===== src/mem_bus_pkg.sv =====
`default_nettype none

package mem_bus_pkg;

    localparam int LINE_WIDTH = 128;
    localparam int WORD_WIDTH = 32;

    // Memory side command
    typedef enum logic {
        MEM_READ_LINE  = 1'b0,
        MEM_WRITE_WORD = 1'b1
    } mem_op_e;

    // Request from a cache towards memory, held until the response
    typedef struct packed {
        logic                  valid;
        mem_op_e               op;
        logic [31:0]           addr;   // Byte address
        logic [WORD_WIDTH-1:0] wdata;
    } mem_req_t;

    // Line is don't-care on a write response
    typedef struct packed {
        logic                  valid;
        logic [LINE_WIDTH-1:0] line;
    } mem_resp_t;

endpackage

`default_nettype wire


===== src/mem_arbiter.sv =====
`timescale 1ns/10ps
`default_nettype none

module mem_arbiter
    import mem_bus_pkg::*;
(
    input  logic      clk,
    input  logic      arst_n,
    input  mem_req_t  req_0,
    input  mem_req_t  req_1,
    output mem_resp_t resp_0,
    output mem_resp_t resp_1,
    output mem_req_t  mem_req,
    input  mem_resp_t mem_resp
);

    logic lock_q;   // Transaction in flight
    logic owner_q;
    logic last_q;   // Requester served most recently
    logic sel;

    always_comb begin
        if (lock_q)                        sel = owner_q;
        else if (req_0.valid && req_1.valid) sel = ~last_q;
        else                               sel = req_1.valid;
    end

    assign mem_req = sel ? req_1 : req_0;

    // Line goes to both, valid only to the owner
    always_comb begin
        resp_0       = mem_resp;
        resp_1       = mem_resp;
        resp_0.valid = mem_resp.valid && lock_q && !owner_q;
        resp_1.valid = mem_resp.valid && lock_q && owner_q;
    end

    always_ff @(posedge clk or negedge arst_n) begin
        if (!arst_n) begin
            lock_q  <= 1'b0;
            owner_q <= 1'b0;
            last_q  <= 1'b1;  // Port 0 wins the first tie
        end else if (lock_q) begin
            if (mem_resp.valid) lock_q <= 1'b0;
        end else if (mem_req.valid) begin
            lock_q  <= 1'b1;
            owner_q <= sel;
            last_q  <= sel;
        end
    end

    a_resp_one_owner: assert property (
        @(posedge clk) disable iff (!arst_n)
        mem_resp.valid |-> $onehot({resp_1.valid, resp_0.valid})
    );

endmodule

`default_nettype wire


===== config.mk =====
export PLATFORM = sky130hd
export DESIGN_NAME = mem_arbiter
export DESIGN_NICKNAME = d
export VERILOG_FILES = /design/src/mem_bus_pkg.sv /design/src/mem_arbiter.sv
export SDC_FILE = /design/constraint.sdc
export NUM_CORES = 1
export LEC_CHECK = 0
export BUFFER_PORTS_ARGS = -buffer_cell sky130_fd_sc_hd__buf_2
export CORE_AREA = 10 10 218 220
export CTS_CLUSTER_SIZE = 20
export DETAILED_ROUTE_END_ITERATION = 7
export DIE_AREA = 0 0 228 230
export PLACE_DENSITY = 0.39
export SLEW_MARGIN = 20
export SYNTH_ARGS = -nofsm -noshare
export SYNTH_HDL_FRONTEND = slang
export SYNTH_SLANG_ARGS = --single-unit

===== constraint.sdc =====
create_clock -name clk -period 1.8 [get_ports clk]
set_input_delay 0.18 -clock clk [delete_from_list [all_inputs] [get_ports clk]]
set_output_delay 0.18 -clock clk [all_outputs]
set_load 0.01 [all_outputs]

# Yosys cells after proc, flatten, opt, wreduce, memory -nomap -nowiden
# Index checks and enable logic that the tools add are counted.
# classes
bitwise_logic,2
reduce_logical,6
muxes,6
# ops
cell,n
$mux W66,1
$mux W1,5
$logic_and A1 B1 Y1,4
$not A1 Y1,2
$reduce_and A2 Y1,1
$logic_not A1 Y1,1
# word_totals
wordCells,17
reg_bits,3
input_bits,263

# Longest topological paths before layout
# Gate-level depths: netlist (run 1).
# depth
depth_word,6
depth_mapped,5
depth_no_buf,3

# Worst setup path after synthesis (run 1)
# Ideal clock, no wire load.
# synth_path
path_type,register to output
startpoint,reg last_q
endpoint,out mem_req[15] (netlist name)
arrival_ps,1404
path_stages_with_launch,6
t_required_ps,1620
path_slack_ps,216
path_cell_list,dfstp_2 > nand2_1 > a21boi_4 > buf_12 > buf_12 > mux2_4
# synth_rtl
item,line_no,rtl
from (decl),mem_arbiter.sv:19,logic last_q;
from (signal assigned),mem_arbiter.sv:48,last_q <= sel;
to (decl),mem_arbiter.sv:13,"output mem_req_t mem_req,"

==> out/qor.yml, run 1 <==
outcome:
  outcome: "finished with violations"
  violations: "negative setup slack"
placed_design:
  routabilityCongestion: 0.884
  io_buffers: 202
  dp_hpwl_um: 11300
  dp_cells: 883
  dpl_cell_area_sq_um: 2980
  pre_cts_slack_ps: -23.8
timing:
  clock_skew_ps: 0.633
  maxSlewViolCount: 0
  setup_viol: 65
  rsz0062_at_grt: "true"
  worst_pin_slew_ps: 173
  fmax_ghz: 0.499
  whs_ps: 234
  slew_headroom: 0.884
  finalCritPeriodShare: 1.11
  fin_ws_ps: -205
  fin_crit_ps: 2010
  fin_tns_setup_ps: -10310
  hold_viol: 0
power:
  power.total_mw: 2.50
  leakagePower_nw: 1.76
  ir_drop_v: 0.000223
  power-per-cell-area_nw_per_um2: 681
layout:
  diodes: 0
  final_util: 0.0857
  drive_above_1_share: 0.959
  fin_nets: 578
  mostFrequentLayoutCells: "buf_2, mux2_4, buf_6"
  layout_commonest_cell: "buf_2"
  syn2layout_area_growth_pct: 16.8
  layout.cells.non_filler: 899
  finalInstanceArea_sq_um: 3680
yosys:
  syn_area_sq_um: 3150
  synth_top_family_by_area: "buffers and inverters"
  synthAdderAreaFrac: 0
  ys_seq_area_frac: 0.0242
  ys_types: 17
  postSynthAreaPerCell_sq_um: 9.12
  synth_simple_gate_area_frac: 0.0159
  yosysWarningCount: 0
  synth_cells: 345
  ys_seq_elements: 3
  synth_compound_area_frac: 0.0131
  synth_nets: 608
  synth_xor_area_frac: 0
  synthMuxAreaShare: 0.296
clocking:
  root_buffer: "clkbuf_16"
  cts.sinks: 3
  cts_tree: "built"
  cts_buffer_depth: 2
  htree_levels: 1
  cts_buffers: 3
  clk_pin_slew_worst_paths_ps: 30
  insertion_delay_ps: 220
worst_setup_path:
  cp_max_fo: 8
  required_ps: 1620
  rrSetupSlack_ps: 630
  critical_path_class: "reg2out"
  cp-end-kind: "primary output"
  worst_ep_arrival_time_ps: 1830
  cp-start-kind: "register"
detailed_routing:
  first_pass_iters: 3
  routed_wl_um: 13200
  viasPerCell: 2.24
  vias: 2012
  drc: 0
  wl_per_cell_um: 14.7
  detail-route-antenna-nets: 0
  dr.first_iter.drc_count: 19
min_path:
  hold_path_class: "in2reg"
floorplan:
  die_height_um: 230
  core_area_sq_um: 42900
  ios: 587
  die_w_um: 228
  initial_utilization: 0.0734
  fp-row-count: 76
  die_area_sq_um: 52400
global_routing:
  grt_max_degree: 10
  grt_pass1_wl_um: 17500
  grt_pass1_vias: 2263
  grt_usage: 0.0448
  gr-total-overflow: 0
  antenna_found_initial: 2
flow_run:
  max_cap_violations: 0
[sequential cells by signal, summed over array words and instances (netlist names)]
register	flops
lock_q	1
last_q	1
owner_q	1
[path summary, 6_finish.rpt]
kind / start / endpoint / cells past startpoint
setup / recovery: last_q / mem_req[29] / 7
min in group asynchronous: arst_n / lock_q / 2
hold reg to reg: owner_q / owner_q / 2
setup reg to reg: last_q / owner_q / 4
hold / removal: req_1[65] / lock_q / 2
max in group asynchronous: arst_n / last_q / 2
[cell families (layout without fill, tap and decap cells)]
| family | Yosys count | after routing |
|---|---|---|
| buf+inv | 263 | 232 |
| mux | 66 | 66 |
| simple gates | 9 | 9 |
| compound gates | 4 | 4 |
| flops | 3 | 3 |
[final cells by class]
type                            instances  area (sq um)
Fill cell                            4928         39200
Timing Repair Buffer                  228          1710
Multi-Input combinational cell         79          1080
Tap cell                              585           732
Clock buffer                            4          78.8
Sequential cell                         3          76.3
[cells in the mapped netlist (all sizes together)]
library cell	number	area [sq um]
nor2b	1	8.76
dfstp	1	26.3
nand2b	1	6.26
a21oi	1	5.00
nand2	3	13.8
mux2	66	931
nor3b	1	7.51
and3	1	6.26
dfrtp	2	50.1
nor2	2	7.51
buf	263	2050
o31a	1	8.76
a21boi	1	18.8
a22o	1	8.76
[what timing repair did]
action / CTS / global route
hold endpoints to repair: 3 / 0
pin swaps: 2 / 0
setup buffers: 8 / 2
resized for setup: 89 / 10
hold buffers: 1 / 0
endpoints found under the setup margin: 65 / 65
gates cloned: 1 / 1
[report_power, final]
part / switching (mW) / leakage [nW] / internal, mW
logic: 0.759 / 1.69 / 1.29
registers: 0.0116 / 0.0333 / 0.0854
clock network: 0.0603 / 0.0382 / 0.292
total: 0.831 / 1.76 / 1.67
[critical path, cell delays in order (launching register included)]
cell	delay, ps
dfstp_2	520
nand2_2	60
a21boi_4	150
buf_12	160
buf_12	140
buf_8	120
mux2_4	310
buf_6	120
[routing by layer]
layer / global-route usage / wire length, um / up-vias
li1: - / - / 790
met5: 0.0132 / 99 / -
met2: 0.0665 / 5440 / 393
met1: 0.0391 / 4260 / 762
met4: 0.0221 / 559 / 4
met3: 0.0431 / 2840 / 63
Power figures use the tool's default switching activity.
==> inputs of run 2 (changes only) <==
- CORE_AREA: 10 10 218 220 -> 10 10 217 219
- DIE_AREA: 0 0 228 230 -> 0 0 227 229
- clock period: 1.8 -> 2.4 ns (I/O delays scaled with it)
==> out/qor.yml, run 2 (synthesis results as in run 1) <==
layout:
  biggestRegsByFlops: "last_q: 1 flops, lock_q: 1 flops, owner_q: 1 flops"
  syn2layout_area_growth_pct: -7.59
  diodes: 0
  layout_commonest_cell: "buf_2"
  drive_above_1_share: 0.952
  fin_nets: 555
  mostFrequentLayoutCells: "buf_2, mux2_4, mux2_2"
worst_setup_path:
  cp-end-kind: "primary output"
  cp-start-kind: "register"
  rrSetupSlack_ps: 1410
  worst_ep_arrival_time_ps: 1950
  required_ps: 2160
  r2r_cells: 2
  cp_max_fo: 22
  critical_path_class: "reg2out"
  reg2reg_from: "last_q"
  r2r_end: "owner_q"
floorplan:
  ios: 587
  initial_utilization: 0.0737
  core_area_sq_um: 42700
  die_area_sq_um: 52000
  fp-row-count: 76
  die_height_um: 229
  die_w_um: 227
power:
  switching_share: 0.367
  ir_drop_v: 0.000234
  power-per-cell-area_nw_per_um2: 454
  netSwitchingPower_mw: 0.484
  power_frac_comb: 0.742
  p_clk_frac: 0.200
  leakagePower_nw: 1.42
  p_int_mw: 0.836
  p_seq_frac: 0.058
clocking:
  root_buffer: "clkbuf_16"
  cts_setup_buffers: 0
  clk_pin_slew_worst_paths_ps: 30
  insertion_delay_ps: 220
  htree_levels: 1
  cts_buffer_depth: 2
  cts_buffers: 3
  cts.sinks: 3
  cts_tree: "built"
flow_run:
  max_cap_violations: 0
timing:
  maxSlewViolCount: 0
  fin_ws_ps: 213
  setup_viol: 0
  hold_viol: 0
  fin_tns_setup_ps: 0
  worst_pin_slew_ps: 414
  fmax_ghz: 0.457
  rsz0062_at_grt: "false"
  clock_skew_ps: 0.640
  fin_crit_ps: 2190
  slew_headroom: 0.724
  finalCritPeriodShare: 0.911
placed_design:
  pre_cts_slack_ps: 430
  dp_hpwl_um: 10100
  io_buffers: 202
  routabilityCongestion: 0.897
global_routing:
  grt_pass1_wl_um: 14100
  grt_usage: 0.0370
  gr-total-overflow: 0
  grt_max_degree: 44
  grt_pass1_vias: 1999
  antenna_found_initial: 2
detailed_routing:
  detail-route-antenna-nets: 0
  vias: 1887
  viasPerCell: 2.25
  dr.first_iter.drc_count: 36
  first_pass_iters: 4
  routed_wl_um: 11400
  drc: 0
  wl_per_cell_um: 13.6
min_path:
  hold_path_class: "in2reg"
  min_to: "lock_q"
  min-delay-start: "req_1[65]"
  whs_path_depth: 2
outcome:
  outcome: "finished, final reports clean"
-- run 2: power groups by stage --
stage               clock network [mW]  registers [mW]  logic, mW
finish                           0.264          0.0769      0.979
global route                     0.279          0.0786       1.05
CTS                              0.271          0.0769       1.00
detailed placement                   0          0.0771      0.996
global placement                     0          0.0771      0.996
floorplan                            0          0.0737       1.14
-- run 2: routing by layer --
layer	track usage	part of all wire	vias up
li1	-	-	738
met1	0.0288	0.28	733
met4	0.0229	0.049	2
met5	0.00684	0.0040	-
met3	0.0440	0.28	64
met2	0.0515	0.38	350
-- run 2: area by class of cell --
class	count	area, sq um
Sequential cell	3	76.3
Timing Repair Buffer	205	1050
Clock buffer	4	78.8
Fill cell	4996	39800
Tap cell	546	683
Multi-Input combinational cell	79	1020
-- run 2: worst max-delay path by stage --
stage	start	to	slack (ps)
2_1_floorplan	last_q	mem_req[15]	760
3_3_place_gp	last_q	mem_req[2]	460
3_5_place_dp	last_q	mem_req[58]	430
4_1_cts	last_q	mem_req[58]	190
5_1_grt	last_q	mem_req[58]	140
6_report	last_q	mem_req[58]	210
-- run 2: repair_timing --
action                    4_1_cts  5_1_grt
gates resized for setup         0        0
hold buffers                    1        0
hold endpoints to repair        2        0
-- run 2: critical path, cell delays in order (launching register included) --
cell and delay [ps]:
dfstp_2 520, nand2_1 100, a21boi_4 200, buf_4 390, mux2_4 340, buf_2 150
-- run 2: metrics by stage --
step / util / power [mW] / hold slack (ps) / area [sq um] / std cells
2_1_floorplan: - / 1.22 / -55.6 / 3150 / 345
3_3_place_gp: 0.0661 / 1.07 / 56.7 / 2820 / 832
3_5_place_dp: 0.0661 / 1.07 / 60.8 / 2820 / 832
4_1_cts: 0.0681 / 1.35 / 294 / 2910 / 837
5_1_grt: 0.0681 / 1.41 / 307 / 2910 / 837
6_report: 0.0681 / 1.32 / 293 / 2910 / 837
