### config.mk
export PLATFORM = sky130hd
export DESIGN_NAME = dcache
export DESIGN_NICKNAME = d
export VERILOG_FILES = /design/src/mem_bus_pkg.sv /design/src/cache_pkg.sv /design/src/line_store.sv /design/src/dcache.sv
export SDC_FILE = /design/constraint.sdc
export NUM_CORES = 1
export LEC_CHECK = 0
export BUFFER_PORTS_ARGS = -buffer_cell sky130_fd_sc_hd__buf_2
export CAP_MARGIN = 20
export CORE_MARGIN = 4
export CORE_UTILIZATION = 40
export DETAILED_ROUTE_END_ITERATION = 7
export SLEW_MARGIN = 20
export SYNTH_ARGS = -nofsm -noshare
export SYNTH_HDL_FRONTEND = slang
export SYNTH_HIERARCHICAL = 1
export SYNTH_SLANG_ARGS = --single-unit
### constraint.sdc
create_clock -name clk -period 3.8 [get_ports clk]
set_clock_uncertainty 0.05 [all_clocks]
set_input_delay 0.38 -clock clk [delete_from_list [all_inputs] [get_ports clk]]
set_output_delay 0.38 -clock clk [all_outputs]
set_load 0.01 [all_outputs]
### src/mem_bus_pkg.sv
`default_nettype none

package mem_bus_pkg;

    localparam int LINE_WIDTH = 128;
    localparam int WORD_WIDTH = 32;

    // Memory side command
    typedef enum logic {
        MEM_READ_LINE  = 1'b0,
        MEM_WRITE_WORD = 1'b1
    } mem_op_e;

    // Request from a cache towards memory, held until the response
    typedef struct packed {
        logic                  valid;
        mem_op_e               op;
        logic [31:0]           addr;   // Byte address
        logic [WORD_WIDTH-1:0] wdata;
    } mem_req_t;

    // Line is don't-care on a write response
    typedef struct packed {
        logic                  valid;
        logic [LINE_WIDTH-1:0] line;
    } mem_resp_t;

endpackage

`default_nettype wire

### src/cache_pkg.sv
`default_nettype none

package cache_pkg;

    localparam int ADDR_WIDTH  = 32;
    localparam int OFFSET_BITS = 4;                         // Byte offset in a 16 byte line
    localparam int TAG_BITS    = ADDR_WIDTH - OFFSET_BITS;  // 28

    // CPU port request, stable until done
    typedef struct packed {
        logic                  valid;
        logic                  store;
        logic [ADDR_WIDTH-1:0] addr;
        logic [31:0]           wdata;
    } cpu_req_t;

    typedef struct packed {
        logic        done;
        logic        hit;
        logic [31:0] rdata;  // Only valid on a load
    } cpu_resp_t;

    typedef enum logic [2:0] {
        S_IDLE    = 3'd0,
        S_RD_REQ  = 3'd1,
        S_RD_WAIT = 3'd2,
        S_WR_REQ  = 3'd3,
        S_WR_WAIT = 3'd4,
        S_RESPOND = 3'd5
    } cache_state_e;

endpackage

`default_nettype wire

### src/line_store.sv
`timescale 1ns/10ps
`default_nettype none

module line_store
    import mem_bus_pkg::*, cache_pkg::*;
#(
    parameter int SET_BIT_WIDTH = 2
) (
    input  logic                  clk,
    input  logic                  arst_n,
    input  logic [TAG_BITS-1:0]   lookup_tag,
    output logic                  hit,
    output logic [LINE_WIDTH-1:0] hit_line,
    input  logic                  fill,
    input  logic [LINE_WIDTH-1:0] fill_line,
    input  logic                  update,
    input  logic [1:0]            update_word_sel,
    input  logic [WORD_WIDTH-1:0] update_word
);

    localparam int NUM_LINES = 2 ** SET_BIT_WIDTH;

    logic [TAG_BITS-1:0]      tag_q  [NUM_LINES];
    logic [LINE_WIDTH-1:0]    line_q [NUM_LINES];
    logic [NUM_LINES-1:0]     valid_q;
    logic [SET_BIT_WIDTH-1:0] victim_q;   // Next line to replace
    logic [SET_BIT_WIDTH-1:0] hit_idx;

    // Compare against every valid tag in parallel
    always_comb begin
        hit     = 1'b0;
        hit_idx = '0;
        for (int i = 0; i < NUM_LINES; i++) begin
            if (valid_q[i] && (tag_q[i] == lookup_tag)) begin
                hit     = 1'b1;
                hit_idx = SET_BIT_WIDTH'(i);
            end
        end
    end

    assign hit_line = line_q[hit_idx];

    always_ff @(posedge clk or negedge arst_n) begin
        if (!arst_n) begin
            valid_q  <= '0;
            victim_q <= '0;
        end else if (fill) begin
            valid_q[victim_q] <= 1'b1;
            victim_q          <= victim_q + SET_BIT_WIDTH'(1);  // Round robin wrap
        end
    end

    always_ff @(posedge clk) begin
        if (fill) begin
            tag_q[victim_q]  <= lookup_tag;
            line_q[victim_q] <= fill_line;
        end else if (update && hit) begin
            line_q[hit_idx][update_word_sel*WORD_WIDTH +: WORD_WIDTH] <= update_word;
        end
    end

    // Controller never refills and patches in the same cycle
    a_fill_update_excl: assert property (
        @(posedge clk) disable iff (!arst_n) !(fill && update)
    );

endmodule

`default_nettype wire

### src/dcache.sv
`timescale 1ns/10ps
`default_nettype none

module dcache
    import mem_bus_pkg::*, cache_pkg::*;
#(
    parameter int SET_BIT_WIDTH = 2
) (
    input  logic      clk,
    input  logic      arst_n,
    input  cpu_req_t  cpu_req,
    output cpu_resp_t cpu_resp,
    output mem_req_t  mem_req,
    input  mem_resp_t mem_resp
);

    cache_state_e state_q;
    cache_state_e state_d;

    logic [TAG_BITS-1:0]   tag;
    logic [1:0]            word_sel;
    logic                  hit;
    logic [LINE_WIDTH-1:0] hit_line;
    logic                  fill;
    logic                  update;
    logic                  hit_q;
    logic [WORD_WIDTH-1:0] rdata_q;

    assign tag      = cpu_req.addr[ADDR_WIDTH-1:OFFSET_BITS];
    assign word_sel = cpu_req.addr[3:2];  // Word within the line

    assign fill   = (state_q inside {S_RD_REQ, S_RD_WAIT}) && mem_resp.valid;
    assign update = (state_q == S_WR_REQ);  // Store patches a present line at issue

    line_store #(
        .SET_BIT_WIDTH(SET_BIT_WIDTH)
    ) u_line_store (
        .clk            (clk),
        .arst_n         (arst_n),
        .lookup_tag     (tag),
        .hit            (hit),
        .hit_line       (hit_line),
        .fill           (fill),
        .fill_line      (mem_resp.line),
        .update         (update),
        .update_word_sel(word_sel),
        .update_word    (cpu_req.wdata)
    );

    always_comb begin
        state_d = state_q;
        case (state_q)
            S_IDLE: begin
                if (cpu_req.valid) begin
                    if (cpu_req.store) state_d = S_WR_REQ;
                    else if (hit)      state_d = S_RESPOND;
                    else               state_d = S_RD_REQ;
                end
            end
            S_RD_REQ:  state_d = mem_resp.valid ? S_RESPOND : S_RD_WAIT;
            S_RD_WAIT: if (mem_resp.valid) state_d = S_RESPOND;
            S_WR_REQ:  state_d = mem_resp.valid ? S_RESPOND : S_WR_WAIT;
            S_WR_WAIT: if (mem_resp.valid) state_d = S_RESPOND;
            S_RESPOND: state_d = S_IDLE;
            default:   state_d = S_IDLE;
        endcase
    end

    always_ff @(posedge clk or negedge arst_n) begin
        if (!arst_n) begin
            state_q <= S_IDLE;
        end else begin
            state_q <= state_d;
        end
    end

    // Response payload
    always_ff @(posedge clk) begin
        if ((state_q == S_IDLE) && cpu_req.valid && !cpu_req.store) begin
            hit_q   <= hit;
            rdata_q <= hit_line[word_sel*WORD_WIDTH +: WORD_WIDTH];
        end
        if (fill) begin
            rdata_q <= mem_resp.line[word_sel*WORD_WIDTH +: WORD_WIDTH];
        end
        if (state_q == S_WR_REQ) begin
            hit_q <= hit;
        end
    end

    assign cpu_resp.done  = (state_q == S_RESPOND);
    assign cpu_resp.hit   = hit_q;
    assign cpu_resp.rdata = rdata_q;

    always_comb begin
        mem_req.valid = state_q inside {S_RD_REQ, S_RD_WAIT, S_WR_REQ, S_WR_WAIT};
        if (state_q inside {S_WR_REQ, S_WR_WAIT}) begin
            mem_req.op   = MEM_WRITE_WORD;
            mem_req.addr = cpu_req.addr;
        end else begin
            mem_req.op   = MEM_READ_LINE;
            mem_req.addr = {tag, {OFFSET_BITS{1'b0}}};  // Line aligned
        end
        mem_req.wdata = cpu_req.wdata;
    end

    // Stays held until answered since the CPU keeps its request steady
    a_mem_req_stable: assert property (
        @(posedge clk) disable iff (!arst_n)
        (mem_req.valid && !mem_resp.valid) |=> $stable(mem_req)
    );

endmodule

`default_nettype wire

# Word-level counts from Yosys, hierarchy flattened
# Memories as Yosys holds them, arrays and structs flattened.
# Index checks and enable logic that the tools add are counted.
# op_classes
add_sub_neg	2
magnitude_cmp	2
eq_ne	11
n_shift	4
n_mux	29
n_bitwise	1
reduce_logical	19
# op_table
op	n
$mux W128	3
$shiftx A128 B8 Y32	2
$reduce_or A128 Y1	1
$shift A32 B34 Y128 const A	1
$shiftx A32 B34 Y128	1
$eq A28 B28 Y1	4
$mux W32	2
$neg A7 Y34	1
$mux W33	1
$mux W3	5
$mux W1	13
$pmux W3 S4	1
$logic_and A1 B1 Y1	9
$reduce_bool A2 Y1	4
$eq A3 B2 Y1 const B	2
$eq A3 B3 Y1 const B	2
$mux W2	3
$or A4 B4 Y4	1
$reduce_bool A4 Y1	1
$eq A3 B1 Y1 const B	1
$logic_not A3 Y1	1
$lt A2 B3 Y1 const B	1
$add A2 B1 Y2 const B	1
$demux W1 S2	1
6 further kinds	6
# totals
regBits	42
ram_bits	624
input_bits	197
out_inout_bits	100
wordCells	75
mem_count	2
# mem_list
name	depth	word_bits	rd	rd_clocked_by_memory_dff	wr	line	rtl
u_line_store.line_q	4	128	1	0	1	line_store.sv:24	logic [LINE_WIDTH-1:0] line_q [NUM_LINES];
u_line_store.tag_q	4	28	4	0	1	line_store.sv:23	logic [TAG_BITS-1:0] tag_q [NUM_LINES];

# Longest topological paths before layout
# Gate-level depths: netlist of run 1.
# An unclocked memory read counts as a cell.
# logic_depth
ltp_word	13
mapped_depth	13

# Cells and area by module
# The synthesis of run 1 kept the hierarchy.
# by_module_without_submodules
module	instances	cells_each	area_each_um2
line_store	1	1915	26703.1
dcache	1	485	4242.8

# Worst setup path after synthesis of run 1
# No wires, ideal clock.
# synth_timing
path_type	in2reg
startpoint	input cpu_req[44] (netlist name)
endpoint	memory u_line_store.line_q[0][100], enable pin
arrival_time_ns	3.456
required_time_ns	3.329
setup_slack_ns	-0.127
path_stages	8
n_path_buf	1
path_cell_list	clkbuf_1 xnor2_1 nand4_1 or4_1 or2_1 a41oi_1 a21oi_1 nor2_1
# synth_via
elab_chain_len	12
elab_cells_between_ends	22
classes_between	4 x eq/ne; 12 x mux; 6 x reduce/logical
# synth_lines
item	line	rtl
start: declaration	dcache.sv:11	input cpu_req_t cpu_req,
$eq A28 B28 Y1	line_store.sv:34	if (valid_q[i] && (tag_q[i] == lookup_tag)) begin
$logic_and A1 B1 Y1	line_store.sv:34	
$mux W1 (4 in a row)	line_store.sv:34	
$logic_and A1 B1 Y1	line_store.sv:57	end else if (update && hit) begin
$mux W1	line_store.sv:57	
$mux W1	line_store.sv:54	if (fill) begin
$mux W128 (implied by the code)	line_store.sv:58	line_q[hit_idx][update_word_sel*WORD_WIDTH +: WORD_WIDTH] <= update_word;
$reduce_or A128 Y1 (no line)	n/a	
$mux W2 (no line) / $mux W128 (equally long branches)	n/a	
end: declaration	line_store.sv:24	
# Parallel ways exist; a longest one is shown, timed or not.

==> reports/metrics.cfg, run 1 <==
[routing]
drt-pass1-iter-count=6
routed_wl_um=106000
ant_nets=0
wl_met3_um=9815
drt_iter0_markers=2397
vias=21850
wl_met2_um=50460
vias_per_cell=5.802
drcViolationCount=0
highest_layer=met5
routedLengthMet1_um=41460
wl_per_cell_um=28.14

[worst_setup_path]
r2r-start=u_line_store/tag_q[3][2]
critPathCaptureType=register
critPathMostFrequentCell=buf_12
crit_fanout=43
timing.rr.end=rdata_q[21]
slowest_stage=or4_1
cp.required_ps=4100
r2r_cells=10
slowest_delay_ps=600
start_kind=register
critPathLaunch=u_line_store/tag_q[3][2]
rrSetupSlack_ps=120
critical_path_arrival_ps=3980
setup.worst_path.end=rdata_q[21]
path_cells=xnor2_1 -> nand4_1 -> or4_1 -> nor4_4 -> buf_12 -> buf_12 -> a211oi_1 -> a21o_1 -> o31ai_1 -> nor4_1
worst-setup-path-type=reg -> reg

[synthesis]
ys_seq_area_share_pct=64.48
ys_types=49
avgSynthCellArea_um2=12.89
synthesis.area_um2=30950
async_reset_ff_share_pct=1.351
ys_seq_elements=666
synth_nets=2605
synth_edf_count=657
dominantRegCellSynth=edfxtp_1
synth_cells=2400
yosys_warnings=6

[timing]
slew_violations=0
hold_violations=0
worst_pin_slew_ps=1082
slew-limit-headroom_pct=27.85
post-route-min-period_ps=3679
setup_viol=0
period_share_pct=96.82
fmax_mhz=271.8
rsz0062_at_grt=false

[floorplanning]
start_util_pct=40.54
die_h_um=286.1
core_um2=76330
dieArea_um2=81880
fp.dieW_um=286.1
row_count=101
io_pins=297

[global_route]
track_usage_pct=25.13
grt_pass1_wl_um=150200
grt_remaining_overflow=0
antenna_found_initial=17
grt_pass1_vias=21240
grt_max_degree=165

[cts]
clkSlewWorstSetupHoldPaths_ps=60
clock_sinks=666
cts-root-buf=clkbuf_16
insertion_delay_ps=620
cts_htree_levels=3
cts_buffers=75
cts_buffer_depth=3
cts_tree=built

[layout]
final_util_pct=47.91
area_growth_pct=18.16
drive_above_1_share_pct=22.76
design_area_um2=36570
nNetsFinal=2881

[power_and_ir_drop]
ir_drop_mv=0.3758
cellLeakagePower_nw=14.25
power_density_nw_per_um2=556.6

[run]
cap_violations=0

[outcome]
outcome=completed

[place]
gp_congestion=0.8606
dp.final_hpwl_um=69740
numPortBuffers=296
placed_cell_area_um2=34060

[min_path]
hold_class=in -> reg

## sequential cells by signal, summed over array words and instances (netlist names)
name	count
u_line_store/line_q	512
state_q	3
hit_q	1
u_line_store/valid_q	4
u_line_store/tag_q	112
u_line_store/victim_q	2
rdata_q	32
## power by group
group	switching, mW	leakage (nW)	internal (mW)
Combinational	2.84	7.07	1.22
Sequential	0.303	6.04	9.01
Clock	2.89	1.13	4.09
## worst max-delay path, delay by kind of cell (launching register included)
family,cells,cell delay (ps)
compound gates,3,800
xor+xnor,1,360
buf+inv,2,510
flops,1,390
simple gates,4,1240
## worst min-delay path by stage
| stage | startpoint | endpoint | slack (ps) | cells after the start |
|---|---|---|---|---|
| after global routing | cpu_req[43] | u_line_store/tag_q[0][7] | 40 | 1 |
| after global placement | arst_n | u_line_store/valid_q[1] | 240 | 1 |
| final | cpu_req[43] | u_line_store/tag_q[1][7] | 40 | 1 |
| after floorplan | arst_n | state_q[0] | 30 | 0 |
| after CTS | cpu_req[43] | u_line_store/tag_q[1][7] | 10 | 1 |
| after detailed placement | arst_n | u_line_store/valid_q[1] | 250 | 1 |
## layer usage
layer / vias up / global-route usage [%]
met5: - / 0
met1: 10890 / 33.14
met3: 201 / 6.037
met4: 16 / 9.028
li1: 9618 / -
met2: 1121 / 40.75
## cell usage after synthesis (9+ instances only)
cell type / n / area share (%)
edfxtp_1: 657 / 64
nand2_1: 272 / 3.3
a211oi_1: 225 / 5.5
nor2_1: 154 / 1.9
mux2i_1: 131 / 4.2
a21o_1: 129 / 3.1
o21ai_1: 128 / 2.1
clkbuf_1: 98 / 1.2
and3_1: 96 / 1.9
xnor2_1: 81 / 2.3
buf_2: 71 / 1.1
buf_4: 65 / 1.6
nand4_1: 39 / 0.79
xor2_1: 36 / 1.0
or4_1: 34 / 0.82
o31ai_1: 32 / 0.78
nor4_2: 26 / 1.1
nor4_1: 25 / 0.51
and2_1: 11 / 0.22
dfrtp_1: 9 / 0.73
## through the flow
stage | TNS [ps] | power (mW) | hold WS (ps) | instances | setup WS, ps
5_1_grt | 0 | 21.05 | 42.89 | 3761 | 0.3966
4_1_cts | 0 | 20.43 | 12.92 | 3759 | 46.74
3_3_place_gp | -1247 | 13.38 | 242.4 | 3627 | -197.9
6_report | 0 | 20.35 | 44.78 | 3766 | 121.0
3_5_place_dp | -1243 | 13.45 | 249.4 | 3627 | -205.1
2_1_floorplan | -63530 | 11.48 | 34.41 | 2400 | -127.4
## kinds of logic (layout without fill, tap and decap cells)
group / after synthesis / count (layout) / synth area share [%]
AOI/OAI and AO/OA: 530 / 530 / 11.81
xor gates and xnor gates: 118 / 118 / 3.400
adders and majority gates: 8 / 8 / 0.3235
buffers and inverters: 247 / 576 / 4.221
DFF: 666 / 666 / 64.48
muxes: 132 / 132 / 4.274
other: 0 / 7 / 0
and+or+nand+nor: 699 / 699 / 11.49
## timing repair
action	in CTS	in global routing
endpoints found under the setup margin	3	11
pin swaps	0	0
resized for setup	4	14
endpoints found under the hold margin	10	0
hold buffers	2	0
buffers inserted	0	0
## final cells by class
cell class | instances | area (um2)
Fill cell | 6760 | 39760
Sequential cell | 666 | 19950
Multi-Input combinational cell | 1487 | 9993
Timing Repair Buffer | 440 | 2930
Clock buffer | 95 | 2016
Tap cell | 1030 | 1289
Clock inverter | 35 | 342.8
Inverter | 6 | 22.52
Antenna cell | 7 | 17.52
## layout by cell type, fill, tap and decap left out, types with 17 or more instances in the layout
cell         n
edfxtp_1   657
buf_2      296
nand2_1    270
a211oi_1   218
nor2_1     137
mux2i_1    130
a21o_1     129
o21ai_1    128
buf_4      113
and3_1      96
xnor2_1     79
clkbuf_16   78
nand4_1     39
xor2_1      36
or4_1       34
buf_12      29
nor4_2      27
o31ai_1     25
nor4_1      24
nor2_4      17
clkbuf_1    17
Note: power is estimated with default switching activity, not from simulation.
==> inputs of run 2 (changes only) <==
- clock period: 3.8 -> 4.6 ns (I/O delays scaled with it)
==> reports/metrics.cfg, run 2 (synthesized netlist as in run 1, its figures left out) <==
[cts]
clock_sinks=666  ; unchanged
clkSlewWorstSetupHoldPaths_ps=60  ; about the same
insertion_delay_ps=630  ; was 620 ps
cts-root-buf=clkbuf_16  ; unchanged
cts_htree_levels=3  ; unchanged
cts_tree=built  ; unchanged
cts_buffer_depth=3  ; unchanged
cts_buffers=75  ; unchanged
post_cts_buffers=0  ; unchanged
cts_hold_buf=1  ; was 2
post_cts_resize_count=0  ; was 4

[layout]
layout_common_cells=edfxtp_1 (657), buf_2 (296), nand2_1 (271), a211oi_1 (225), nor2_1 (137)  ; was edfxtp_1 (657), buf_2 (296), nand2_1 (270), a211oi_1 (218), nor2_1 (137)
final-instance-count-excl-fill=3716  ; was 3,766
final_common_cell=edfxtp_1  ; unchanged
regMostFlops=u_line_store/line_q  ; unchanged
largest_register_ffs=512  ; unchanged
reg_top3=u_line_store/line_q: 512 flops, u_line_store/tag_q: 112 flops, rdata_q: 32 flops  ; unchanged
final_util_pct=47.20  ; was 47.91%
drive_above_1_share_pct=20.75  ; was 22.76%
nFillCells=6771  ; was 6,760
area_growth_pct=16.41  ; was 18.16%
design_area_um2=36020  ; was 36,570 um2
nNetsFinal=2825  ; was 2,881

[floorplanning]
core_um2=76330  ; unchanged
die_h_um=286.1  ; unchanged
fp.dieW_um=286.1  ; unchanged
dieArea_um2=81880  ; unchanged
io_pins=297  ; unchanged
start_util_pct=40.54  ; unchanged
row_count=101  ; unchanged

[place]
dp.final_hpwl_um=69600  ; was 69,740 um
placed_cell_area_um2=33610  ; was 34,060 um2
place_ws_ps=418.5  ; was -205.1 ps
numPortBuffers=296  ; unchanged
gp_congestion=0.8975  ; was 0.8606
placed_cells=3572  ; was 3,627

[routing]
drt-pass1-iter-count=6  ; unchanged
ant_nets=0  ; unchanged
routed_wl_um=106200  ; was 106,000 um
drcViolationCount=0  ; unchanged
wl_per_cell_um=28.59  ; was 28.14 um
drt_iter0_markers=2215  ; was 2,397
vias=21530  ; was 21,850
vias_per_cell=5.794  ; was 5.802

[timing]
rsz0062_at_grt=false  ; unchanged
hold_violations=0  ; unchanged
period_share_pct=88.03  ; was 96.82%
slew-limit-headroom_pct=25.55  ; was 27.85%
worst_pin_slew_ps=1086  ; was 1082 ps
fin_setup_tns_ps=0  ; unchanged
post-route-min-period_ps=4049  ; was 3679 ps
setup_viol=0  ; unchanged
worst_slack_ps=550.5  ; was 121.0 ps
slew_violations=0  ; unchanged
fmax_mhz=246.9  ; was 271.8 MHz

[power_and_ir_drop]
cellLeakagePower_nw=13.95  ; was 14.25 nW
power_density_nw_per_um2=466.8  ; was 556.6 nW/um2
ir_drop_mv=0.2875  ; was 0.3758 mV

[worst_setup_path]
critical_path_arrival_ps=4320  ; was 3980 ps
crit_fanout=25  ; was 43
crit_family=simple AND/OR/NAND/NOR gates  ; unchanged
slowest_delay_ps=760  ; was 600 ps
start_kind=register  ; unchanged
cp.required_ps=4870  ; was 4100 ps
path_cells=xnor2_1 -> nand4_1 -> nor4_1 -> buf_4 -> nand2_4 -> buf_12 -> buf_4 -> mux2i_1 -> a211oi_1 -> a21o_1 -> a211oi_1 -> nor4_2  ; was xnor2_1 -> nand4_1 -> or4_1 -> nor4_4 -> buf_12 -> buf_12 -> a211oi_1 -> a21o_1 -> o31ai_1 -> nor4_1
worst-setup-path-type=reg -> reg  ; unchanged
crit_buf_inv=3  ; was 2
slowest_stage=a211oi_1  ; was or4_1
critPathCaptureType=register  ; unchanged

[global_route]
track_usage_pct=25.23  ; was 25.13%
grt_max_degree=148  ; was 165
antenna_found_initial=13  ; was 17
grt_pass1_vias=21010  ; was 21,240
grt_pass1_wl_um=151300  ; was 150,200 um
grt_remaining_overflow=0  ; unchanged

[outcome]
outcome=completed  ; unchanged

[run]
cap_violations=0  ; unchanged

[min_path]
hold_class=in -> reg  ; unchanged

## run 2: cell types whose count changed in the layout (fill, tap and decap cells not counted), sizes merged
cell         before  now
buf             438  383
clkinv           27   34
inv               6   10
clkbuf           95   90
dlygate4sd3       2    1
## run 2: through the flow
step                      hold slack, ps  power [mW]
after floorplan                    114.4       9.484
after global placement             300.7       11.02
after detailed placement           301.0       11.07
after CTS                          98.89       16.91
after global routing               127.5       17.40
final                              134.8       16.81
## run 2: where the power goes
part           switching (mW)  internal, mW
Clock                    2.45          3.39
Sequential              0.267          7.44
Combinational            2.34         0.922
## run 2: layer usage
metal | track usage (%) | up-vias | wire length, um
met3 | 5.711 | 195 | 10140
met2 | 40.21 | 1136 | 49700
met4 | 10.65 | 10 | 4807
met1 | 33.43 | 10680 | 41520
li1 | - | 9507 | -
met5 | 0 | - | 69
## run 2: path summary, 6_finish.rpt
path | cells after the start | to | slack [ps] | from
worst max-delay path | 12 | rdata_q[22] | 550 | u_line_store/tag_q[1][9]
worst min-delay path | 1 | u_line_store/tag_q[3][24] | 130 | cpu_req[60]
worst max register to register | 12 | rdata_q[22] | 550 | u_line_store/tag_q[1][9]
worst min register to register | 1 | u_line_store/valid_q[0] | 470 | u_line_store/valid_q[0]
max in group asynchronous | 2 | u_line_store/victim_q[0] | 4090 | arst_n
min in group asynchronous | 2 | u_line_store/valid_q[1] | 190 | arst_n
## run 2: layout make-up
cell class | count | area (um2) | share of cell area [%]
multi-input combinational | 1487 | 9881 | 27.43
sequential | 666 | 19950 | 55.39
tap | 1030 | 1289 | 3.577
clock inverter | 46 | 394.1 | 1.094
antenna | 7 | 17.52 | 0.04862
clock buffer | 90 | 1997 | 5.543
timing repair buffer | 384 | 2470 | 6.856
inverter | 6 | 22.52 | 0.06252
## run 2: worst register-to-register path, cell delays in order, from the launching register on
cell	delay, ps
edfxtp_1	440
xnor2_1	250
nand4_1	130
nor4_1	600
buf_4	230
nand2_4	210
buf_12	280
buf_4	260
mux2i_1	160
a211oi_1	90
a21o_1	180
a211oi_1	760
nor4_2	110
